--- src/common/cpu_consts.svh ---
`ifndef CPU_CONSTS_SVH
`define CPU_CONSTS_SVH

// --------------------------------------------------
// opcodes
`define OP_RTYPE 6'h00
`define OP_J     6'h02
`define OP_JAL   6'h03
`define OP_BEQ   6'h04
`define OP_BNE   6'h05
`define OP_ADDI  6'h08
`define OP_ANDI  6'h0C
`define OP_ORI   6'h0D
`define OP_XORI  6'h0E
`define OP_LW    6'h23
`define OP_SW    6'h2B
`define OP_HLT   6'h3F

// funct codes under OP_RTYPE
`define FN_SLL 6'h00
`define FN_SRL 6'h02
`define FN_JR  6'h08
`define FN_ADD 6'h20
`define FN_SUB 6'h22
`define FN_AND 6'h24
`define FN_OR  6'h25
`define FN_XOR 6'h26
`define FN_SLT 6'h2A

// --------------------------------------------------
// ALU operation codes
`define ALU_ADD 4'd0
`define ALU_SUB 4'd1
`define ALU_AND 4'd2
`define ALU_OR  4'd3
`define ALU_XOR 4'd4
`define ALU_SLT 4'd5
`define ALU_SLL 4'd6
`define ALU_SRL 4'd7

// next-PC sources
`define PCSEL_SEQ     2'd0
`define PCSEL_TARGET  2'd1
`define PCSEL_HANDLER 2'd2
`define PCSEL_RSVD    2'd3

// --------------------------------------------------
// memories, word addressed
`define IMEM_DEPTH 256
`define DMEM_DEPTH 256
`define MEM_AW     8

`define HANDLER_ADDR 32'd200
`define LINK_REG     5'd31

`endif

--- src/common/cpu_pkg.sv ---
package cpu_pkg;

	// --------------------------------------------------
	// basic vectors
	typedef logic [31:0] word_t;
	typedef logic [4:0]  regAddr_t;
	typedef logic [3:0]  aluOp_t;
	typedef logic [1:0]  pcSel_t;

	typedef logic [5:0]  opcode_t;
	typedef logic [5:0]  funct_t;
	typedef logic [4:0]  shamt_t;
	typedef logic [15:0] imm_t;
	typedef logic [25:0] jTarget_t;

	// --------------------------------------------------
	// instruction word split into every field it can carry
	typedef struct packed {
		opcode_t  opcode;
		regAddr_t rs;
		regAddr_t rt;
		regAddr_t rd;
		shamt_t   shamt;
		funct_t   funct;
		imm_t     imm;
		jTarget_t target;
	} instrFields_t;

	// control outputs of the decoder
	typedef struct packed {
		logic   regDst;   // write rd instead of rt
		logic   aluSrc;   // operand 2 is the immediate
		logic   memToReg;
		logic   memWrite;
		logic   regWrite;
		aluOp_t aluOp;
		logic   zeroExt;  // andi, ori and xori take an unsigned immediate
		logic   shiftOp;  // rt and shamt feed the ALU
		logic   link;     // jal writes the return address to r31
		logic   halt;
	} ctrl_t;

endpackage

--- src/decode/controlUnit.sv ---
`timescale 1ns/1ps
`include "cpu_consts.svh"

module controlUnit import cpu_pkg::*; (
	input  instrFields_t fields,
	output ctrl_t        ctrl
);

	always_comb begin
		ctrl = '0; // illegal encodings keep every enable low
		case (fields.opcode)
			// --------------------------------------------------
			`OP_RTYPE: begin
				ctrl.regDst   = 1'b1;
				ctrl.regWrite = 1'b1;
				case (fields.funct)
					`FN_ADD: ctrl.aluOp = `ALU_ADD;
					`FN_SUB: ctrl.aluOp = `ALU_SUB;
					`FN_AND: ctrl.aluOp = `ALU_AND;
					`FN_OR:  ctrl.aluOp = `ALU_OR;
					`FN_XOR: ctrl.aluOp = `ALU_XOR;
					`FN_SLT: ctrl.aluOp = `ALU_SLT;
					`FN_SLL: begin
						ctrl.aluOp   = `ALU_SLL;
						ctrl.aluSrc  = 1'b1;
						ctrl.shiftOp = 1'b1;
					end
					`FN_SRL: begin
						ctrl.aluOp   = `ALU_SRL;
						ctrl.aluSrc  = 1'b1;
						ctrl.shiftOp = 1'b1;
					end
					default: ctrl = '0; // jr writes nothing, unknown funct likewise
				endcase
			end
			// --------------------------------------------------
			`OP_ADDI: begin
				ctrl.aluSrc   = 1'b1;
				ctrl.regWrite = 1'b1;
				ctrl.aluOp    = `ALU_ADD;
			end
			`OP_ANDI, `OP_ORI, `OP_XORI: begin
				ctrl.aluSrc   = 1'b1;
				ctrl.regWrite = 1'b1;
				ctrl.zeroExt  = 1'b1;
				if (fields.opcode == `OP_ANDI)
					ctrl.aluOp = `ALU_AND;
				else if (fields.opcode == `OP_ORI)
					ctrl.aluOp = `ALU_OR;
				else
					ctrl.aluOp = `ALU_XOR;
			end
			`OP_LW: begin
				ctrl.aluSrc   = 1'b1;
				ctrl.memToReg = 1'b1;
				ctrl.regWrite = 1'b1;
				ctrl.aluOp    = `ALU_ADD; // base plus offset
			end
			`OP_SW: begin
				ctrl.aluSrc   = 1'b1;
				ctrl.memWrite = 1'b1;
				ctrl.aluOp    = `ALU_ADD;
			end
			`OP_BEQ, `OP_BNE: ctrl.aluOp = `ALU_SUB; // compare is in the branch controller
			`OP_J: ctrl = '0;
			`OP_JAL: begin
				ctrl.aluSrc   = 1'b1;
				ctrl.regWrite = 1'b1;
				ctrl.link     = 1'b1;
				ctrl.aluOp    = `ALU_ADD;
			end
			`OP_HLT: ctrl.halt = 1'b1;
			default: ctrl = '0;
		endcase
	end

endmodule

--- config.mk ---
export PLATFORM = sky130hd
export DESIGN_NAME = controlUnit
export DESIGN_NICKNAME = d
export VERILOG_FILES = /design/src/common/cpu_pkg.sv /design/src/decode/controlUnit.sv
export VERILOG_INCLUDE_DIRS = /design/src /design/src/common
export SDC_FILE = /design/constraint.sdc
export NUM_CORES = 1
export LEC_CHECK = 0
export CAP_MARGIN = 20
export CORE_AREA = 2 2 39 41
export DETAILED_ROUTE_END_ITERATION = 7
export DIE_AREA = 0 0 41 43
export DONT_BUFFER_PORTS = 1
export SKIP_LAST_GASP = 1
export SLEW_MARGIN = 0
export SYNTH_ARGS = -nofsm -noshare
export SYNTH_HDL_FRONTEND = slang
export SYNTH_SLANG_ARGS = --single-unit
--- constraint.sdc ---
create_clock -name vclk -period 1.9
set_input_delay 0.38 -clock vclk [all_inputs]
set_output_delay 0.38 -clock vclk [all_outputs]
set_load 0.05 [all_outputs]
[Word-level counts from Yosys, hierarchy flattened]
Index checks and enable logic that the tools add are counted.
Word-level totals
  bits in registers: 0
  input port bits: 74
  output and inout port bits: 13
Operators by class
  equality and inequality tests: 17
  multiplexer cells: 16
  reduce and logical (&&, ||, !) cells: 8
Operators by type and width (count)
  equality test 6 bit (second input constant): 9
  equality test 6 x 4 -> 1 bit (second input constant): 4
  case mux 3 bit (7 select lines): 1
  equality test 6 x 2 -> 1 bit (second input constant): 2
  equality test 6 x 3 -> 1 bit (second input constant): 2
  zero test 6 bit: 2
  case mux 4 bit (3 select lines): 1
  two-way mux 1 bit: 8
  case mux 1 bit (2 select lines): 4
  OR reduction 8 bit: 1
  OR reduction 7 bit: 1
  OR reduction 6 bit: 1
  two-way mux 4 bit: 1
  OR reduction 2 bit: 2
  two-way mux 3 bit: 1
  OR reduction 3 bit: 1

[Longest topological paths before layout]
  word-level depth: 4
  gate-level depth with buffers: 5

[Least setup slack after synthesis]
Ideal clock, no wire load.
  path kind: input -> output
  start point: input port fields[72] (netlist bit)
  end point: output port ctrl[11] (netlist bit)
  arrival: 2.806 ns
  required time: 1.520 ns
  setup slack: -1.286 ns
  cell stages on the path: 4
  path buffers: 1
  path through: clkbuf_1 > nor4_1 > a31oi_1 > o21ai_1
RTL lines
  start: declaration: RTL line controlUnit.sv:5  | input instrFields_t fields,
  end: declaration: RTL line controlUnit.sv:6  | output ctrl_t ctrl

==> out/results.ini <==
[outcome]
status = complete, no violations

[placement]
portBuffers = 0
dp.cells = 76
hpwl_um = 812
globalplace.congestion = 0.813
placed_cell_area_um2 = 538
dp_worst_setup_slack_ps = 92.1

[synth]
syn_area_per_cell_um2 = 5.83
synth.most_common_cell = nor3_1
ys_seq_area_frac = 0
syn_inst = 53
synth.top_cell.area_share = 0.162
synth_cell_type_count = 29
synth.net_count = 127
synth_common_cells = nor3_1, nor4_1
synth_top_cell_by_area = nor3_1
synth_area_um2 = 309
yosysWarnings = 0
synth_area_leaders = nor3_1, nor4_1, a31oi_1

[global_routing]
grt_pass1_wl_um = 1680
grtUsageTotal = 0.126
grt_overflow = 0
grt_pass1_vias = 383
antenna_found_initial = 0
grt_start_max_net_pins = 11

[layout]
design_area_um2 = 538
seq_cells = 0
nets = 136
n_clock_buffer = 0
ff_latch_area_um2 = 0
drive_above_1_share = 0.417
instances_no_fill = 76
antenna_cells = 0
syn_to_final_growth_pct = 74.1

[worst_setup_path]
worstSetupStartpointType = input port
endpoint_kind = primary output
worstPathRequired_ps = 1520
crit_fanout = 7
crit_arrival_ps = 1410
crit_type = in -> out

[detailed_routing]
viasPerCell = 5.82
drtIter0Drc = 9
postRouteWirelength_um = 1020
drt-pass1-iter-count = 4
drt.antenna.violating_nets = 0
num_vias = 442
drc = 0
wire_per_inst_um = 13.5

[timing]
setup_viol = 0
min_period_ps = 1790
whs_ps = 959
period_share = 0.942
rsz0062_at_grt = no
worst_slack_ps = 110
final_hold_viol_count = 0
fmax_mhz = 559
slew_viol_final = 0

[power]
vdd_drop_max_mv = 0.0768
leakage_nw = 0.182
p_per_area_mw_per_mm2 = 140
power_uw = 75.5

[flow_run]
cap_violations = 0

[clock_tree]
holdBufCountCts = 0
postCtsSetupRepairBufs = 0
ctsResizeCount = 0

[die]
dieArea_mm2 = 0.00176
fp.dieH_um = 43
io_pins = 87
start_util = 0.223
coreArea_mm2 = 0.00138
fp-row-count = 14
die_w_um = 41

[worst_hold_path]
hold_class = in -> out

-- layer usage --
layer | vias up | part of all wire | global-route usage
li1 | 220 | - | -
met1 | 207 | 0.42 | 0.194
met2 | 15 | 0.49 | 0.184
met3 | 0 | 0.099 | 0.0314
met4 | 0 | 0 | 0
met5 | - | 0 | 0
-- kinds of logic after synthesis --
kind of cell,Yosys count,synth area share
buffers and inverters,8,0.117
AOI/OAI and AO/OA,12,0.271
xor gates and xnor gates,1,0.0283
and+or+nand+nor,30,0.534
adders and majority gates,1,0.0364
other,1,0.0121
-- cell type report --
type / count / area [µm²]
multi-input combinational: 45 / 350
fill: 143 / 846
inverter: 2 / 7.51
timing repair buffer: 13 / 160
tap: 16 / 20.0
-- where the power goes --
group          switching [mW]  leakage (nW)  internal, mW  total, mW
logic                  0.0449         0.182        0.0307     0.0755
clock network               0             0             0          0
registers                   0             0             0          0
total                  0.0449         0.182        0.0307     0.0755
-- worst paths after layout --
kind                  startpoint  slack [ps]  cells after the start        to
worst min-delay path  fields[72]         960                      2  ctrl[10]
worst max-delay path  fields[70]         110                      5   ctrl[8]
-- stage by stage --
step	setup TNS, ps	utilization
finish	0	0.389
detailed placement	0	0.389
global placement	0	0.389
global route	0	0.389
floorplan	-611	-
CTS	0	0.389
-- worst max-delay path: stages --
cell and delay [ps]:
or2_1 310, nor3_1 200, o311a_4 230, o21bai_2 130, buf_12 160
-- placed cells by master, fill, tap and decap left out, types with 2 or more instances in the layout --
master   count
a31oi_1      3
or3_1        2
nor2_1       2
nand3_1      3
nor4_1       2
buf_4        8
nor3_1       8
nand2_1      3
buf_12       5
No activity file was read; power rests on OpenSTA's default activity.
