--- src/common/cpu_consts.svh ---
`ifndef CPU_CONSTS_SVH
`define CPU_CONSTS_SVH

// --------------------------------------------------
// opcodes
`define OP_RTYPE 6'h00
`define OP_J     6'h02
`define OP_JAL   6'h03
`define OP_BEQ   6'h04
`define OP_BNE   6'h05
`define OP_ADDI  6'h08
`define OP_ANDI  6'h0C
`define OP_ORI   6'h0D
`define OP_XORI  6'h0E
`define OP_LW    6'h23
`define OP_SW    6'h2B
`define OP_HLT   6'h3F

// funct codes under OP_RTYPE
`define FN_SLL 6'h00
`define FN_SRL 6'h02
`define FN_JR  6'h08
`define FN_ADD 6'h20
`define FN_SUB 6'h22
`define FN_AND 6'h24
`define FN_OR  6'h25
`define FN_XOR 6'h26
`define FN_SLT 6'h2A

// --------------------------------------------------
// ALU operation codes
`define ALU_ADD 4'd0
`define ALU_SUB 4'd1
`define ALU_AND 4'd2
`define ALU_OR  4'd3
`define ALU_XOR 4'd4
`define ALU_SLT 4'd5
`define ALU_SLL 4'd6
`define ALU_SRL 4'd7

// next-PC sources
`define PCSEL_SEQ     2'd0
`define PCSEL_TARGET  2'd1
`define PCSEL_HANDLER 2'd2
`define PCSEL_RSVD    2'd3

// --------------------------------------------------
// memories, word addressed
`define IMEM_DEPTH 256
`define DMEM_DEPTH 256
`define MEM_AW     8

`define HANDLER_ADDR 32'd200
`define LINK_REG     5'd31

`endif

--- src/common/cpu_pkg.sv ---
package cpu_pkg;

	// --------------------------------------------------
	// basic vectors
	typedef logic [31:0] word_t;
	typedef logic [4:0]  regAddr_t;
	typedef logic [3:0]  aluOp_t;
	typedef logic [1:0]  pcSel_t;

	typedef logic [5:0]  opcode_t;
	typedef logic [5:0]  funct_t;
	typedef logic [4:0]  shamt_t;
	typedef logic [15:0] imm_t;
	typedef logic [25:0] jTarget_t;

	// --------------------------------------------------
	// instruction word split into every field it can carry
	typedef struct packed {
		opcode_t  opcode;
		regAddr_t rs;
		regAddr_t rt;
		regAddr_t rd;
		shamt_t   shamt;
		funct_t   funct;
		imm_t     imm;
		jTarget_t target;
	} instrFields_t;

	// control outputs of the decoder
	typedef struct packed {
		logic   regDst;   // write rd instead of rt
		logic   aluSrc;   // operand 2 is the immediate
		logic   memToReg;
		logic   memWrite;
		logic   regWrite;
		aluOp_t aluOp;
		logic   zeroExt;  // andi, ori and xori take an unsigned immediate
		logic   shiftOp;  // rt and shamt feed the ALU
		logic   link;     // jal writes the return address to r31
		logic   halt;
	} ctrl_t;

endpackage

--- src/decode/branchController.sv ---
`timescale 1ns/1ps
`include "cpu_consts.svh"

module branchController import cpu_pkg::*; (
	input  instrFields_t fields,
	input  word_t        rsData,
	input  word_t        rtData,
	output pcSel_t       pcSel
);

	logic opEqual;

	assign opEqual = (rsData == rtData);

	always_comb begin
		pcSel = `PCSEL_SEQ;
		case (fields.opcode)
			`OP_RTYPE: begin
				case (fields.funct)
					`FN_ADD, `FN_SUB, `FN_AND, `FN_OR, `FN_XOR, `FN_SLT, `FN_SLL, `FN_SRL:
						pcSel = `PCSEL_SEQ;
					`FN_JR:  pcSel = `PCSEL_TARGET;
					default: pcSel = `PCSEL_HANDLER; // unknown funct
				endcase
			end
			`OP_J, `OP_JAL: pcSel = `PCSEL_TARGET;
			`OP_BEQ: begin
				if (opEqual)
					pcSel = `PCSEL_TARGET;
			end
			`OP_BNE: begin
				if (!opEqual)
					pcSel = `PCSEL_TARGET;
			end
			`OP_ADDI, `OP_ANDI, `OP_ORI, `OP_XORI, `OP_LW, `OP_SW, `OP_HLT:
				pcSel = `PCSEL_SEQ;
			default: pcSel = `PCSEL_HANDLER; // unknown opcode
		endcase
	end

endmodule

--- config.mk ---
export PLATFORM = sky130hd
export DESIGN_NAME = branchController
export DESIGN_NICKNAME = d
export VERILOG_FILES = /design/src/common/cpu_pkg.sv /design/src/decode/branchController.sv
export VERILOG_INCLUDE_DIRS = /design/src /design/src/common
export SDC_FILE = /design/constraint.sdc
export NUM_CORES = 1
export LEC_CHECK = 0
export ABC_CLOCK_PERIOD_IN_PS = 3600
export BUFFER_PORTS_ARGS = -buffer_cell sky130_fd_sc_hd__buf_4
export CORE_MARGIN = 10
export CORE_UTILIZATION = 24
export DETAILED_ROUTE_END_ITERATION = 12
export GPL_ROUTABILITY_DRIVEN = 0
export MAX_ROUTING_LAYER = met4
export PLACE_DENSITY = 0.95
export SETUP_SLACK_MARGIN = 0.15
export SLEW_MARGIN = 20
export SYNTH_ARGS = -nofsm -noshare
export SYNTH_HDL_FRONTEND = slang
export SYNTH_SLANG_ARGS = --single-unit
--- constraint.sdc ---
create_clock -name vclk -period 3.6
set_input_delay 0.72 -clock vclk [all_inputs]
set_output_delay 0.72 -clock vclk [all_outputs]
set_load 0.05 [all_outputs]
## Word-level counts from Yosys, hierarchy flattened

Cells that the tools add are included.

- Multiplexer cells: 4
- Reduce and logical (&&, ||, !) cells: 5
- Equal/unequal tests: 20

Operators with widths:

| cell | number |
|---|---|
| $eq 6x6->1 const B | 9 |
| $eq 32x32->1 | 1 |
| $eq 6x4->1 const B | 5 |
| $eq 6x2->1 const B | 3 |
| $eq 6x3->1 const B | 2 |
| $logic_not 6->1 | 2 |
| $pmux 2 s5 | 1 |
| $reduce_or 8->1 | 1 |
| $reduce_or 7->1 | 1 |
| $pmux 2 s2 | 1 |
| $mux 1 | 2 |
| $reduce_or 2->1 | 1 |

- Output and inout port bits: 2
- Flip-flop bits (word level): 0

## Depth between registers and ports, before layout

- Word-level depth: 4
- Gate-level depth with buffers: 5
- Gate-level depth less buffers: 5

## Worst setup path after synthesis

No wires, ideal clock.

- Kind: input-to-output
- From: input fields[45] in the netlist's numbering
- To: output pcSel[1]
- Arrival: 1.891 ns
- Stages on the path: 4
- Setup slack: 0.989 ns
- Data required time: 2.880 ns
- Path through: nor4b_1 > a21oi_1 > nand3_1 > o22ai_1

- Longest elaborated chain between the ends: 4
- Elaborated cells between the ends (all ways): 12

Ends and longest elaborated chain:

| what | line | source |
|---|---|---|
| from (decl) | branchController.sv:5 | `input instrFields_t fields,` |
| $eq 6x6->1, or another cell as far along | branchController.sv:19 | `case (fields.funct)` |
| $reduce_or 8->1 | branchController.sv:19 |  |
| $pmux 2 s2 (*) | branchController.sv:19 |  |
| $pmux 2 s5 (*) | branchController.sv:17 | `case (fields.opcode)` |
| to (decl) | branchController.sv:8 | `output pcSel_t pcSel` |

Every way passes the cells marked *; elsewhere a longest branch is shown, timed or not.

## Worst setup path after layout

- From: input rtData[13]
- To: output pcSel[0]

- Longest elaborated chain between the ends: 3
- Elaborated cells between the ends (all ways): 4

Ends and longest elaborated chain:

| what | line | source |
|---|---|---|
| from (decl) | branchController.sv:7 | `input word_t rtData,` |
| $eq 32x32->1 (*) | branchController.sv:13 | `assign opEqual = (rsData == rtData);` |
| $mux 1, on equally long branches | branchController.sv:32, branchController.sv:28 |  |
| $pmux 2 s5 (*) | branchController.sv:17 |  |

Marks and branches as above.

==> reports/metrics.csv <==
metric,value,unit
start_util,26.2,%
fp.dieW,67.0,um
ioPinCount,140,
timing.slew.headroom,73.7,%
initialDrtViolationCount,19,
grt_pass1_vias,929,
cp.depth,7,
routed_wl,2740,um
synth_cells,73,
cts_resized,0,
p_leak,0.512,nW
yosys-top-cells-area,"xnor2_1 (53%), nand4_1 (11%), a21oi_1 (4.7%)",
tns,0,ps
drive_above_1_share,53.0,%
routedWlPerCell,15.4,um
ant_nets,0,
synth_fp_nets,211,
drt_pass1_iterations,4,
synth.distinct_cells,19,
hold_class,input pin to primary output,
num_rows,16,
end_kind,primary output,
die_area,0.00449,mm^2
dpl_cell_area,0.00115,mm^2
status,completed,
nClkBuffers,0,
vias_per_cell,4.76,
cp_common_cell,buf_4,
worstMarginPinSlew,389,ps
crit_arrival,2020,ps
crit_end,pcSel[0],
yosysTopAreaCell,xnor2_1,
hold_violations,0,
rsz0062_at_grt,false,
maxCapViolCount,0,
areaGrowthSynthToFinish,117,%
diodes,0,
fp.dieH,67.0,um
grt_max_degree,8,
ys_seq_area_share,0,%
hold_buffers,0,
cp_slowest_cell,nor4_2,
flops_and_latches,0,
dp_hpwl,2580,um
worst_path_dominant_cell_family,simple AND/OR/NAND/NOR gates,
synth_area_per_cell,7.27,um^2
slew_viol_final,0,
core-area,0.00202,mm^2
path_cells,"buf_4, xnor2_1, nand4_1, nor4_2, a21oi_1, a41o_1, buf_4",
post_cts_buffers,0,
path_max_fanout,2,
syn_area,531,um^2
io_buffers,78,
critPathBufInv,2,
period_share,76.0,%
num_vias,848,
startpoint,rtData[13],
peakVddDrop,0.0000575,V
route.detailed.drc,0,
setup_viol,0,
max_stage_delay,370,ps
power.density,113,mW/mm^2
grt_overflow,0,
post-route-min-period,2740,ps
grt_pass1_wl,3970,um
gr-usage-all-layers,11.0,%
fin_area,0.00115,mm^2
ys_warn_count,0,
antenna_found_initial,0,
nets,291,
worstPathRequired,2880,ps
fmax,0.365,GHz
ff_latch_area,0,um^2
synth_top_area_share,52.8,%
critPathKind,input pin to primary output,
startpoint_type,input pin,
hold_ws,1920,ps
-- area by class of cell --
class | instances | area [um^2]
fill | 207 | 872
timing repair buffer | 78 | 586
multi-input combinational | 73 | 531
tap | 27 | 33.8
-- how the worst min path moves through the flow --
stage,startpoint,endpoint,slack [ps],cells after the start
3_3_place_gp,fields[72],pcSel[1],1920,5
4_1_cts,fields[72],pcSel[1],1930,4
6_report,fields[72],pcSel[1],1920,4
2_1_floorplan,fields[71],pcSel[0],1820,2
5_1_grt,fields[72],pcSel[1],1970,4
3_5_place_dp,fields[72],pcSel[1],1920,4
-- cell usage after synthesis, drive strengths merged --
master / instances
nor2: 6
nor3: 1
nor4: 2
xnor2: 32
nand3b: 1
a41o: 1
o22a: 2
and3: 1
o21ai: 2
a21oi: 5
o21bai: 1
o22ai: 1
nand2: 3
o31ai: 1
nand2b: 1
nand4: 9
nor4b: 1
nor2b: 2
nand3: 1
-- worst min-delay path, delay by kind of cell --
kind                   cells  cell delay [ps]
AO/OA/AOI/OAI              1               80
buffers and inverters      2              310
AND/OR/NAND/NOR            1               90
-- cell families (layout without fill, tap and decap cells) --
kind of cell           after synthesis  after routing  share of synthesized area [%]
AND/OR/NAND/NOR                     28             28                           31.4
AO/OA/AOI/OAI                       13             13                           15.8
buffers and inverters                0             78                              0
XOR/XNOR                            32             32                           52.8
-- through the flow --
| stage | power (mW) | setup WS, ps | util [%] | instances |
|---|---|---|---|---|
| floorplan | 0.0492 | 989 | - | 73 |
| global placement | 0.126 | 898 | 56.9 | 178 |
| detailed placement | 0.130 | 866 | 56.9 | 178 |
| CTS | 0.131 | 844 | 56.9 | 178 |
| global route | 0.141 | 762 | 56.9 | 178 |
| finish | 0.129 | 864 | 56.9 | 178 |
-- layout by cell type, fill, tap and decap left out --
cell type	instances
nand3_1	1
nor3_1	1
o21ai_0	2
nand3b_1	1
nor2b_1	2
nor2_1	6
o22a_1	2
nand2b_1	1
and3_1	1
a21oi_1	5
buf_4	78
nor4b_1	1
o22ai_1	1
o21bai_1	1
nor4_2	2
o31ai_1	1
xnor2_1	32
a41o_1	1
nand2_1	3
nand4_1	9
-- routing by layer --
layer | vias up | routed length [um] | share of wire [%] | GRT usage (%)
met5 | - | 0 | 0 | -
met4 | 0 | 15 | 0.55 | 0.769
met3 | 2 | 344 | 13 | 3.34
met2 | 65 | 1130 | 41 | 19.3
met1 | 357 | 1240 | 45 | 12.5
li1 | 424 | - | - | -
-- report_power, final --
| group | switching, mW | internal [mW] |
|---|---|---|
| Sequential | 0 | 0 |
| Clock | 0 | 0 |
| Combinational | 0.0446 | 0.0849 |
Power figures use the tool's default switching activity.
