File: config.mk
export PLATFORM = sky130hd
export DESIGN_NAME = alu
export DESIGN_NICKNAME = d
export VERILOG_FILES = /design/src/common/cpu_pkg.sv /design/src/verilog/alu.sv
export VERILOG_INCLUDE_DIRS = /design/src /design/src/common
export SDC_FILE = /design/constraint.sdc
export NUM_CORES = 1
export LEC_CHECK = 0
export BUFFER_PORTS_ARGS = -buffer_cell sky130_fd_sc_hd__buf_2
export CELL_PAD_IN_SITES_DETAIL_PLACEMENT = 1
export CELL_PAD_IN_SITES_GLOBAL_PLACEMENT = 2
export CORE_MARGIN = 4
export CORE_UTILIZATION = 36
export DETAILED_ROUTE_END_ITERATION = 6
export PLACE_DENSITY_LB_ADDON = 0.1
export SYNTH_ARGS = -nofsm -noshare
export SYNTH_HDL_FRONTEND = slang
export SYNTH_SLANG_ARGS = --single-unit
export TNS_END_PERCENT = 5
File: constraint.sdc
create_clock -name vclk -period 5.1
set_input_delay 0.255 -clock vclk [all_inputs]
set_output_delay 0.255 -clock vclk [all_outputs]
set_load 0.1 [all_outputs]
File: src/common/cpu_consts.svh
`ifndef CPU_CONSTS_SVH
`define CPU_CONSTS_SVH

// --------------------------------------------------
// opcodes
`define OP_RTYPE 6'h00
`define OP_J     6'h02
`define OP_JAL   6'h03
`define OP_BEQ   6'h04
`define OP_BNE   6'h05
`define OP_ADDI  6'h08
`define OP_ANDI  6'h0C
`define OP_ORI   6'h0D
`define OP_XORI  6'h0E
`define OP_LW    6'h23
`define OP_SW    6'h2B
`define OP_HLT   6'h3F

// funct codes under OP_RTYPE
`define FN_SLL 6'h00
`define FN_SRL 6'h02
`define FN_JR  6'h08
`define FN_ADD 6'h20
`define FN_SUB 6'h22
`define FN_AND 6'h24
`define FN_OR  6'h25
`define FN_XOR 6'h26
`define FN_SLT 6'h2A

// --------------------------------------------------
// ALU operation codes
`define ALU_ADD 4'd0
`define ALU_SUB 4'd1
`define ALU_AND 4'd2
`define ALU_OR  4'd3
`define ALU_XOR 4'd4
`define ALU_SLT 4'd5
`define ALU_SLL 4'd6
`define ALU_SRL 4'd7

// next-PC sources
`define PCSEL_SEQ     2'd0
`define PCSEL_TARGET  2'd1
`define PCSEL_HANDLER 2'd2
`define PCSEL_RSVD    2'd3

// --------------------------------------------------
// memories, word addressed
`define IMEM_DEPTH 256
`define DMEM_DEPTH 256
`define MEM_AW     8

`define HANDLER_ADDR 32'd200
`define LINK_REG     5'd31

`endif

File: src/common/cpu_pkg.sv
package cpu_pkg;

	// --------------------------------------------------
	// basic vectors
	typedef logic [31:0] word_t;
	typedef logic [4:0]  regAddr_t;
	typedef logic [3:0]  aluOp_t;
	typedef logic [1:0]  pcSel_t;

	typedef logic [5:0]  opcode_t;
	typedef logic [5:0]  funct_t;
	typedef logic [4:0]  shamt_t;
	typedef logic [15:0] imm_t;
	typedef logic [25:0] jTarget_t;

	// --------------------------------------------------
	// instruction word split into every field it can carry
	typedef struct packed {
		opcode_t  opcode;
		regAddr_t rs;
		regAddr_t rt;
		regAddr_t rd;
		shamt_t   shamt;
		funct_t   funct;
		imm_t     imm;
		jTarget_t target;
	} instrFields_t;

	// control outputs of the decoder
	typedef struct packed {
		logic   regDst;   // write rd instead of rt
		logic   aluSrc;   // operand 2 is the immediate
		logic   memToReg;
		logic   memWrite;
		logic   regWrite;
		aluOp_t aluOp;
		logic   zeroExt;  // andi, ori and xori take an unsigned immediate
		logic   shiftOp;  // rt and shamt feed the ALU
		logic   link;     // jal writes the return address to r31
		logic   halt;
	} ctrl_t;

endpackage

File: src/verilog/alu.sv
`timescale 1ns/1ps
`include "cpu_consts.svh"

module alu import cpu_pkg::*; (
	input  word_t  a,
	input  word_t  b,
	input  aluOp_t op,
	output word_t  result,
	output logic   zero
);

	logic [4:0] shAmt;

	assign shAmt = b[4:0];

	always_comb begin
		case (op)
			`ALU_ADD: result = a + b;
			`ALU_SUB: result = a - b;
			`ALU_AND: result = a & b;
			`ALU_OR:  result = a | b;
			`ALU_XOR: result = a ^ b;
			`ALU_SLT: result = ($signed(a) < $signed(b)) ? 32'd1 : 32'd0;
			`ALU_SLL: result = a << shAmt;
			`ALU_SRL: result = a >> shAmt; // logical, zero fill
			default:  result = '0;
		endcase
	end

	assign zero = (result == '0);

endmodule

Word-level counts from Yosys, hierarchy flattened
Cells that the tools add are included.
Widths: inputs -> output; s select.
- bits in registers: 0
- logic and storage cells: 19
- output and inout port bits: 33
- bits of input ports: 68
- reductions and logical operators: 2
- bitwise gates (word level): 3
- $lt $le $gt $ge: 1
- shift operators: 2
- $add $sub $neg: 2
- multiplexer cells: 2
- eq/ne operators: 7
- operators by type and width (kind ; count):
    $pmux 32 s8 ; 1
    $add 32x32->32 ; 1
    $and 32x32->32 ; 1
    $logic_not 32->1 ; 1
    $lt 32x32->1 ; 1
    $or 32x32->32 ; 1
    $shl 32x5->32 ; 1
    $shr 32x5->32 ; 1
    $sub 32x32->32 ; 1
    $xor 32x32->32 ; 1
    $eq 4x3->1 const B ; 4
    $eq 4x2->1 const B ; 2
    $eq 4x1->1 const B ; 1
    $logic_not 4->1 ; 1
    $mux 1 ; 1

Longest topological paths before layout
- depth in word-level cells: 4
- gate-level depth with buffers: 17
- depth with buffers taken out: 14

Worst setup path after synthesis
OpenSTA, ideal clock, no wires.
- kind: input to output
- start: input port b[3]
- end: output port zero
- slack: -1307 ps
- stages: 16
- arrival: 6152 ps
- required time: 4845 ps
- buffers on the path: 4
- path through: buf_2 inv_1 buf_1 clkbuf_1 ha_1 clkbuf_1 and3_1 a221oi_2 o21ai_1 a221o_1 o21ai_0 o2111ai_1 or4b_1 nor4_1 nand4b_1 nor4_4
- elaborated cells on any way between the ends: 11
- those cells by class: add/sub (2); order compare (1); shift (2); mux (2); bitwise (3); reduce/logical (1)
- RTL lines (what ; line ; text):
    start, declared ; alu.sv:6 ; input word_t b,
    $sub 32x32->32 (tied with other cells) ; alu.sv:19 ; `ALU_SUB: result = a - b;
    $pmux 32 s8 * ; alu.sv:17 ; case (op)
    via result[8] ; alu.sv:8 ; output word_t result,
    $logic_not 32->1 * ; alu.sv:30 ; assign zero = (result == '0);
    end, declared ; alu.sv:9 ; output logic zero
The timed path passes the listed nets; every way through them passes the cells marked *.

Worst setup path in the final report
- start: input port b[4]
- end: output port zero
- cells in the longest elaborated chain, start to end: 4
- elaborated cells on any way between the ends: 11
- those cells by class: add/sub (2); order compare (1); shift (2); mux (2); bitwise (3); reduce/logical (1)
- RTL lines (what ; line ; text):
    $lt 32x32->1 ; alu.sv:23 ; `ALU_SLT: result = ($signed(a) < $signed(b)) ? 32'd1 : 32'd0;
    $mux 1 ; alu.sv:23 ;
    $pmux 32 s8 * ; alu.sv:17 ;
    $logic_not 32->1 * ; alu.sv:30 ;
Every way passes the cells marked *; elsewhere a longest branch is shown, timed or not.

==> run summary <==
routed length per instance = 31.65 µm
Crit path required time = 4.85 ns
Syn Inst Count = 1371
FP Rows = 59
Combinational Power Share = 1.000
sequential cell count = 0
CP Capture Point = zero
largest net degree at the start of global routing = 68
Synth top cells by count = nor2_1 (118), nand2_1 (114), ha_1 (105), inv_1 (99), a21oi_1 (88)
peak supply drop = 0.0001159 V
Top Ports = 101
Pins Over Slew Limit = 0
Final setup viols = 0
Die Wd = 172.5 µm
met2 Use GR = 0.5443
Area Growth Syn to Fin = 13.30%
layout cell share with drive strength beyond 1 = 0.1965
met3 Use GR = 0.06725
minimum clock period = 4.927 ns
worst hold margin = 1.387 ns
Flop pwr share = 0
Final GP Congestion = 1.018
Seq/Total Area, Yosys = 0
cell type with the largest total area after synthesis = ha_1
post-CTS setup buffer count = 0
Mean Syn Cell Area = 7.109 µm²
Rel. slew slack = 0.1179
Vias/cell = 6.977
Pwr Density = 150.8 nW/µm²
Tcrit/Tclk final = 0.9661
initial antenna violation count = 3
routed vias = 12250
Int Pwr = 0.5361 mW
Starting Density = 0.3698
hold_buf cts = 0
Psw = 1.129 mW
total gr overflow = 0
fmax = 203.0 MHz
Post-CTS Resized = 0
Synth top area share = 0.1348
GRT busiest layer = met2
data arrival time of the critical path = 4.67 ns
Critical Path Start = b[4]
DR pass1 iterations = 6
final worst slack = 0.1727 ns
ant diodes = 0
Hold Crit Class = input pin to output pin
initial drt markers = 1406
DPL Wire Length = 44530 µm
count of cell types in the netlist = 95
die area = 29770 µm²
Switching Share = 0.6780
residual DRC count = 0
Syn Nets = 1546
pre-CTS setup slack = 0.1672 ns
nets@finish = 1597
CP Capture Type = output pin
outcome = complete, no violations
Hold Vio Cnt, Final = 0
startpoint types = input pin
most frequent cell after synthesis = nor2_1
Max Cap Viol = 0
vias in the first global route = 11960
WL final = 55540 µm
Max FO, Critical Path = 11
first-pass GRT wire length = 81430 µm
port bufs = 101
FF/Latch Area = 0 µm²
Syn. warnings = 0
CLK BUF = 0
most area-consuming cells after synthesis = ha_1 (13%), mux4_2 (9.7%), mux2i_1 (6.2%)
Tot Pwr = 1.665 mW
Setup Crit Path Kind = input pin to output pin
Slew @ Worst Pin = 1.290 ns
RSZ-0062 raised after global routing = false
met1 global-route usage = 0.4872
GRT Resource Usage Total = 0.3502
leakage = 4.713 nW
Core ar. = 26350 µm²
clock share of power = 0
Detail Route Antenna Nets = 0
Chip Height = 172.5 µm
mapped cell area = 9747 µm²
## critical path, stage by stage
cell and delay [ns]:
buf_2 0.23, inv_2 0.16, ha_1 0.45, a21o_1 0.27, a221oi_4 0.46, o21ai_1 0.18
a221o_1 0.34, o21ai_0 0.16, o2111ai_2 0.23, or4b_1 0.62, nor4_1 0.45, buf_4 0.22
nand4b_1 0.16, nor4_4 0.23, buf_12 0.21
## per-stage QoR
| stage | util | std cells | TNS (ns) | instance area, µm² |
|---|---|---|---|---|
| detailed placement | 0.4188 | 1755 | 0 | 11040 |
| global route | 0.4190 | 1755 | 0 | 11040 |
| CTS | 0.4188 | 1755 | 0 | 11040 |
| finish | 0.4190 | 1755 | 0 | 11040 |
| global placement | 0.4188 | 1755 | 0 | 11040 |
| floorplan | - | 1371 | -0.3185 | 9902 |
## power by group through the flow
stage / clock network [mW] / registers [mW] / logic [mW]
6_report: 0 / 0 / 1.66
5_1_grt: 0 / 0 / 1.74
4_1_cts: 0 / 0 / 1.63
3_5_place_dp: 0 / 0 / 1.62
3_3_place_gp: 0 / 0 / 1.61
2_1_floorplan: 0 / 0 / 1.06
## cell usage in the layout, fill, tap and decap left out, types with 21 or more instances in the layout
cell and instances:
mux4_2 42, o22ai_1 22, mux2i_1 60, nand4_1 21
ha_1 104, mux2_2 28, buf_4 61, o211ai_1 26
nor2b_1 24, nand2_1 114, nand3_1 34, a21oi_1 88
nor3_1 32, o21ai_0 58, inv_1 97, buf_12 22
o31ai_1 22, nor2_1 118, buf_2 80
## final cells by class
cell class | instances | area, µm²
Tap cell | 335 | 419.2
Multi-Input combinational cell | 1156 | 8934
Timing Repair Buffer | 163 | 1299
Inverter | 101 | 391.6
Fill cell | 3312 | 15310
## layer usage
metal  part of all wire  wire length [µm]  vias up
met3              0.096              5358      142
met1               0.42             23600     6091
met2               0.43             24150      690
met4              0.043              2396        4
met5            0.00058                32        -
li1                   -                 -     5318
## worst min-delay path by stage
| stage | to | start | cells past startpoint | slack, ns |
|---|---|---|---|---|
| 3_3_place_gp | result[7] | b[4] | 4 | 1.37 |
| 3_5_place_dp | result[7] | b[4] | 4 | 1.36 |
| 6_report | result[7] | b[4] | 4 | 1.39 |
| 2_1_floorplan | zero | op[2] | 5 | 1.14 |
| 5_1_grt | result[7] | b[4] | 4 | 1.42 |
| 4_1_cts | result[7] | b[4] | 4 | 1.37 |
## cells by family (layout without fill, tap and decap cells)
kind of cell	count (synthesis)	in the layout	share of synthesized area
multiplexers	135	135	0.1977
XOR/XNOR	11	11	0.009884
AO/OA/AOI/OAI	442	442	0.3202
AND/OR/NAND/NOR	461	461	0.2393
adder cells (fa/ha/maj)	107	107	0.1389
buffers and inverters	215	264	0.09409
(Power assumes the default switching activity.)
