--- config.mk ---
export PLATFORM = sky130hd
export DESIGN_NAME = registerFile
export DESIGN_NICKNAME = d
export VERILOG_FILES = /design/src/common/cpu_consts.svh /design/src/common/cpu_pkg.sv /design/src/verilog/registerFile.sv
export SDC_FILE = /design/constraint.sdc
export NUM_CORES = 2
export LEC_CHECK = 0
export BUFFER_PORTS_ARGS = -buffer_cell sky130_fd_sc_hd__clkbuf_2
export CORE_MARGIN = 2
export CORE_UTILIZATION = 50
export CTS_BUF_LIST = sky130_fd_sc_hd__clkbuf_16
export DETAILED_ROUTE_END_ITERATION = 6
export PLACE_DENSITY = 0.71
export SLEW_MARGIN = 20
export SYNTH_ARGS = -nofsm -noshare
export SYNTH_HDL_FRONTEND = slang
export SYNTH_SLANG_ARGS = --single-unit
--- constraint.sdc ---
create_clock -name clk -period 1.5 [get_ports clk]
set_input_delay 0.075 -clock clk [delete_from_list [all_inputs] [get_ports clk]]
set_output_delay 0.075 -clock clk [all_outputs]
set_load 0.01 [all_outputs]
--- src/common/cpu_consts.svh ---
`ifndef CPU_CONSTS_SVH
`define CPU_CONSTS_SVH

// --------------------------------------------------
// opcodes
`define OP_RTYPE 6'h00
`define OP_J     6'h02
`define OP_JAL   6'h03
`define OP_BEQ   6'h04
`define OP_BNE   6'h05
`define OP_ADDI  6'h08
`define OP_ANDI  6'h0C
`define OP_ORI   6'h0D
`define OP_XORI  6'h0E
`define OP_LW    6'h23
`define OP_SW    6'h2B
`define OP_HLT   6'h3F

// funct codes under OP_RTYPE
`define FN_SLL 6'h00
`define FN_SRL 6'h02
`define FN_JR  6'h08
`define FN_ADD 6'h20
`define FN_SUB 6'h22
`define FN_AND 6'h24
`define FN_OR  6'h25
`define FN_XOR 6'h26
`define FN_SLT 6'h2A

// --------------------------------------------------
// ALU operation codes
`define ALU_ADD 4'd0
`define ALU_SUB 4'd1
`define ALU_AND 4'd2
`define ALU_OR  4'd3
`define ALU_XOR 4'd4
`define ALU_SLT 4'd5
`define ALU_SLL 4'd6
`define ALU_SRL 4'd7

// next-PC sources
`define PCSEL_SEQ     2'd0
`define PCSEL_TARGET  2'd1
`define PCSEL_HANDLER 2'd2
`define PCSEL_RSVD    2'd3

// --------------------------------------------------
// memories, word addressed
`define IMEM_DEPTH 256
`define DMEM_DEPTH 256
`define MEM_AW     8

`define HANDLER_ADDR 32'd200
`define LINK_REG     5'd31

`endif

--- src/common/cpu_pkg.sv ---
package cpu_pkg;

	// --------------------------------------------------
	// basic vectors
	typedef logic [31:0] word_t;
	typedef logic [4:0]  regAddr_t;
	typedef logic [3:0]  aluOp_t;
	typedef logic [1:0]  pcSel_t;

	typedef logic [5:0]  opcode_t;
	typedef logic [5:0]  funct_t;
	typedef logic [4:0]  shamt_t;
	typedef logic [15:0] imm_t;
	typedef logic [25:0] jTarget_t;

	// --------------------------------------------------
	// instruction word split into every field it can carry
	typedef struct packed {
		opcode_t  opcode;
		regAddr_t rs;
		regAddr_t rt;
		regAddr_t rd;
		shamt_t   shamt;
		funct_t   funct;
		imm_t     imm;
		jTarget_t target;
	} instrFields_t;

	// control outputs of the decoder
	typedef struct packed {
		logic   regDst;   // write rd instead of rt
		logic   aluSrc;   // operand 2 is the immediate
		logic   memToReg;
		logic   memWrite;
		logic   regWrite;
		aluOp_t aluOp;
		logic   zeroExt;  // andi, ori and xori take an unsigned immediate
		logic   shiftOp;  // rt and shamt feed the ALU
		logic   link;     // jal writes the return address to r31
		logic   halt;
	} ctrl_t;

endpackage

--- src/verilog/registerFile.sv ---
`timescale 1ns/1ps

module registerFile import cpu_pkg::*; (
	input  logic     clk,
	input  logic     rst,
	input  logic     we,
	input  regAddr_t readReg1,
	input  regAddr_t readReg2,
	input  regAddr_t writeReg,
	input  regAddr_t dbgAddr,
	input  word_t    writeData,
	output word_t    readData1,
	output word_t    readData2,
	output word_t    dbgData
);

	word_t regs [32];

	always_ff @(posedge clk or negedge rst) begin
		if (!rst) begin
			for (int i = 0; i < 32; i++)
				regs[i] <= '0;
		end else if (we && writeReg != 5'd0) begin
			regs[writeReg] <= writeData; // r0 is never written so it stays zero
		end
	end

	assign readData1 = regs[readReg1];
	assign readData2 = regs[readReg2];
	assign dbgData   = regs[dbgAddr];

endmodule

Yosys cells after proc, flatten, opt, wreduce, memory -nomap -nowiden. Cells that the tools add are included.

Register bits: 1024. Bits of input ports: 55. Output and inout port bits: 96. Logic and storage cells: 56.

Order comparisons: 5. Mux-type cells: 12. Bitwise operators: 4. Reductions and logical operators: 3.

Operators with widths (number): 1024-bit bitwise mux (1); 32-bit binary-select mux with 5-bit select (3); 32-bit 2-to-1 mux (7); 32-bit demux with 5-bit select (1); 6-bit >= comparator (second input constant) (4); 5-bit NOT with 6-bit output (4); 6-bit by 1-bit less-than comparator with 1-bit output (second input constant) (1); 5-bit nonzero test (1); 1-bit logical AND (2).

Longest topological paths before layout.
Word-level depth: 6. Mapped depth: 8. Gate-level depth less buffers: 5.

Worst setup path before layout. Ideal clock, no wire load.

Path kind: in2reg. Start point: input port writeReg[1]. End point: register regs[101] (netlist bit). Library setup time: 0.125 ns. Arrival: 1.326 ns. Data required time: 1.375 ns. Slack: 0.049 ns. Stages on the path: 6. Path buffers: 3. Cell sequence: buf_2 > nor3_2 > and3_1 > clkbuf_1 > buf_4 > mux2_2.

Longest elaborated chain between the ends: 6. Elaborated cells on any way between the ends: 9. Those cells by class: order compare: 2; mux: 3; bitwise: 1; reduce/logical: 3.

RTL lines: from (decl) (RTL line registerFile.sv:9) `input regAddr_t writeReg,`; 5-bit NOT with 6-bit output (not written as such) (RTL line registerFile.sv:24) `regs[writeReg] <= writeData;`; 6-bit >= comparator (not written as such) / 6-bit by 1-bit less-than comparator with 1-bit output (equally long branches) (RTL line registerFile.sv:24); 1-bit logical AND (not written as such) (RTL line registerFile.sv:24); 32-bit 2-to-1 mux (not written as such) (RTL line registerFile.sv:24); 32-bit demux with 5-bit select (RTL line registerFile.sv:24); 1024-bit bitwise mux (RTL line registerFile.sv:24); to (signal, indexed assignment) (RTL line registerFile.sv:24); to (decl) (RTL line registerFile.sv:17) `word_t regs [32];`.

Parallel ways exist; a longest one is shown, timed or not. A chain may end at the register's enable or synchronous reset.

Worst setup path in the final report.
Start point: register regs[828] (netlist bit). End point: output port readData1[28].

Longest elaborated chain between the ends: 3.

RTL lines: 32-bit binary-select mux with 5-bit select (RTL line registerFile.sv:28) `assign readData1 = regs[readReg1];`; 32-bit 2-to-1 mux (not written as such) (2 in a row) (RTL line registerFile.sv:28); to (decl) (RTL line registerFile.sv:12) `output word_t readData1,`.

No other way between the ends. The select of a mux whose other input is x is not followed.

==> metrics.md <==
| Metric | Value |
|---|---|
| Worst Max-Slew Pin Slew | 743 ps |
| Remaining Overflow, GRT | 0 |
| Clock Tree Root | clkbuf_16 |
| Number of global-route vias before repair | ~54000 |
| Nets | 6210 |
| Hold path startpoint | writeData[6] |
| Die width | 362 um |
| Met2 wire len | roughly 110000 um |
| Registers with the most flip-flops | regs (1024) |
| Worst-path clk slew | 60 ps |
| Max incr delay on CP | between 400 and 500 ps |
| Failing checks | setup timing |
| PortBufs | 150 |
| Vias | between 50000 and 60000 |
| # DRC | 0 |
| ANT nets after route | 0 |
| Placer Congestion | 0.959 |
| Die height | ~360 um |
| Vias per cell | 6.75 |
| Most flops, register | regs |
| Design area | 0.0789 mm2 |
| DRT Pass-1 Iters | 6 |
| Area after DPL | 0.0728 mm2 |
| Crit-path cells | mux2i_1 -> a22o_1 -> nor3_1 -> a31oi_1 -> nand3_2 -> buf_6 -> buf_6 |
| HPWL Detailed | around 160000 um |
| Max VDD drop | 1050 uV |
| Max Freq | 0.420 GHz |
| Fin crit share | 159% |
| Final Hold Viols | 0 |
| R2R cell count | 2 |
| GRT Overall Usage | 35.6% |
| Final Setup Violations | between 90 and 100 |
| Syn Inst Count | 5768 |
| M1 wire length | 92900 um |
| Post-synth cell types | 29 |
| Synth top cells by count | mux2i_1, dfrtp_1, mux2_2, nand2_1, nand3_1 |
| Largest net degree at the start of global routing | 92 |
| RR Startpoint | regs[838]$_DFFE_PN0P_ |
| CTS tree | yes |
| Worst Path Max Fanout | 4 |
| Fraction of layout cells with a size suffix above 1 | 36.8% |
| First-pass GRT wire length | about 350000 um |
| Synthesized flop and latch total | 1024 |
| Synth warnings | 0 |
| Max Slew Vio Count | 0 |
| Hold Crit Class | in -> reg |
| Share of the synthesized area in the top cell type | 39.9% |
| Critical path's top delay family | compound AO/OA/AOI/OAI gates |
| Syn_area_per_cell | 11.1 um2 |
| Initial DRC count | ~6100 |
| PwrDens | 1150 mW/mm2 |
| Clock Sink Count | 1024 |
| RSZ-0062 raised after global routing | yes |
| LEAKAGE | roughly 38 nW |
| Status | complete, but fails checks |
| CP most frequent cell | buf_6 |
| CP arrival | 2300 ps |
| Crit. End Element | output pin |
| Required time of the worst setup path | 1420 ps |
| Cell area after synthesis | 0.0642 mm2 |
| Crit path max-delay cell type | dfrtp_1 |
| DR WL/cell | 30.4 um |
| R2R Setup Slk | 550 ps |
| Row count | 131 |
| Number of synthesized flops with an enable pin | 0 |
| Num ports | ~150 |
| Count leader, synth | mux2i_1 |
| Clock Latency Late Sink | approximately 760 ps |
| Routed wire length on met3 | 23600 um |
| CTS H-tree depth | 3 |
| Clock buffer count from CTS | about 110 |
| FF-to-FF End | regs[838]$_DFFE_PN0P_ |
| Full die area | 0.131 mm2 |
| Predominant post-synthesis flop cell | dfrtp_1 |
| Antenna violations before repair | 18 |
| Ys async rst share | 100% |
| Synth top area cells | dfrtp_1, mux2i_1, mux2_2, a22oi_1, a22o_1 |
| Initial core utilization | 50.4% |
| Kind of critical path | reg -> out |
| Maxcap violations | 0 |
| Clock skew | 0 ps |
| Critical Path Source Type | flip-flop |
| WL final | between 200000 and 250000 um |
| Max reg flops | ~1000 |
| Clock Path Buffers | 3 |
| Tmin final | approximately 2400 ps |
| Final setup margin | -879 ps |
| Core area | 0.128 mm2 |
| Synth area leader | dfrtp_1 |
| Post-layout util | 61.9% |
| Slew Limit Headroom | 50.5% |
| Syn nets | 5823 |
| Area Growth Syn to Fin | 22.8% |
| Buf/Inv on CP | 2 |
| Worst Hold Depth | 2 |
| Sequential element share of the synthesized area | 39.9% |
| Min-Delay Endpoint | regs[646]$_DFFE_PN0P_ |
| Highest metal used | met5 |
-- per-layer routing --
metal	vias up	GRT usage, %
li1	22300	-
met1	27100	45.2
met2	3167	54.5
met3	937	8.73
met4	4	22.5
met5	-	0
-- metrics by stage --
| stage | hold WS [ps] | total power [mW] | setup slack [ps] | std cells | TNS [ps] |
|---|---|---|---|---|---|
| 5_1_grt | 67.8 | 93.9 | -959 | 7926 | -74810 |
| 3_3_place_gp | -7.48 | 59.5 | -511 | 7686 | -109260 |
| 4_1_cts | 3.25 | 89.4 | -887 | 7902 | -69300 |
| 2_1_floorplan | -221 | 52.0 | 49.5 | 5768 | 0 |
| 3_5_place_dp | -9.55 | 60.5 | -533 | 7686 | -143250 |
| 6_report | 50.1 | 90.5 | -879 | 7927 | -68760 |
-- where the power goes --
group          switching [mW]  total, mW  internal [mW]
Combinational            11.4       23.6           12.2
Clock                    12.5       28.1           15.6
Sequential               5.89       38.8           32.9
Total                    29.8       90.5           60.7
-- placed cells by master, fill, tap and decap left out, types with 91 or more instances in the layout --
| master | instances |
|---|---|
| dfrtp_1 | 1023 |
| mux2i_1 | 1529 |
| a22o_1 | 192 |
| buf_12 | 233 |
| nand2_1 | 290 |
| mux2_2 | 982 |
| clkbuf_2 | 91 |
| a21oi_1 | 288 |
| a22oi_1 | 286 |
| buf_4 | 462 |
| clkbuf_16 | 116 |
| nand3_1 | 222 |
-- cell families (layout without fill, tap and decap cells) --
kind of cell    count (synthesis)  in the layout  share of synthesized area, %
mux                          2528           2528                          41.3
flops                        1024           1024                          39.9
compound gates                864            864                          9.16
simple gates                  747            747                          5.27
buf+inv                       605           1087                          4.35
other cells                     0             15                             0
-- final cells by class --
class / count / area, um2
repair buffers: 878 / 9680
well taps: 1662 / 2080
diodes: 15 / 37.5
fillers: 9882 / 48600
clock buffers: 113 / 2830
clock inverters: 96 / 828
flip-flops and latches: 1024 / 25600
multi-input cells: 4139 / 37800
-- repair_timing --
action / 4_1_cts / 5_1_grt
cloned: 0 / 3
buffers inserted: 16 / 11
pin swaps: 163 / 156
setup endpoints to repair: 96 / 148
gates resized for setup: 273 / 143
hold endpoints to repair: 1079 / 0
hold buffers: 8 / 0
-- worst register-to-register path, cell delays in order, from the launching register on --
cell     delay, ps
dfrtp_1        430
buf_4          150
mux2_2         260
-- how the worst max path moves through the flow --
stage | end | startpoint | cells after the start
after CTS | readData1[28] | regs[828]$_DFFE_PN0P_ | 7
after global placement | readData1[7] | readReg1[0] | 10
final | readData1[28] | regs[828]$_DFFE_PN0P_ | 7
after detailed placement | dbgData[7] | dbgAddr[0] | 10
after floorplan | regs[101]$_DFFE_PN0P_ | writeReg[1] | 6
after global routing | readData2[13] | regs[941]$_DFFE_PN0P_ | 7
Note: power is estimated with default switching activity, not from simulation.
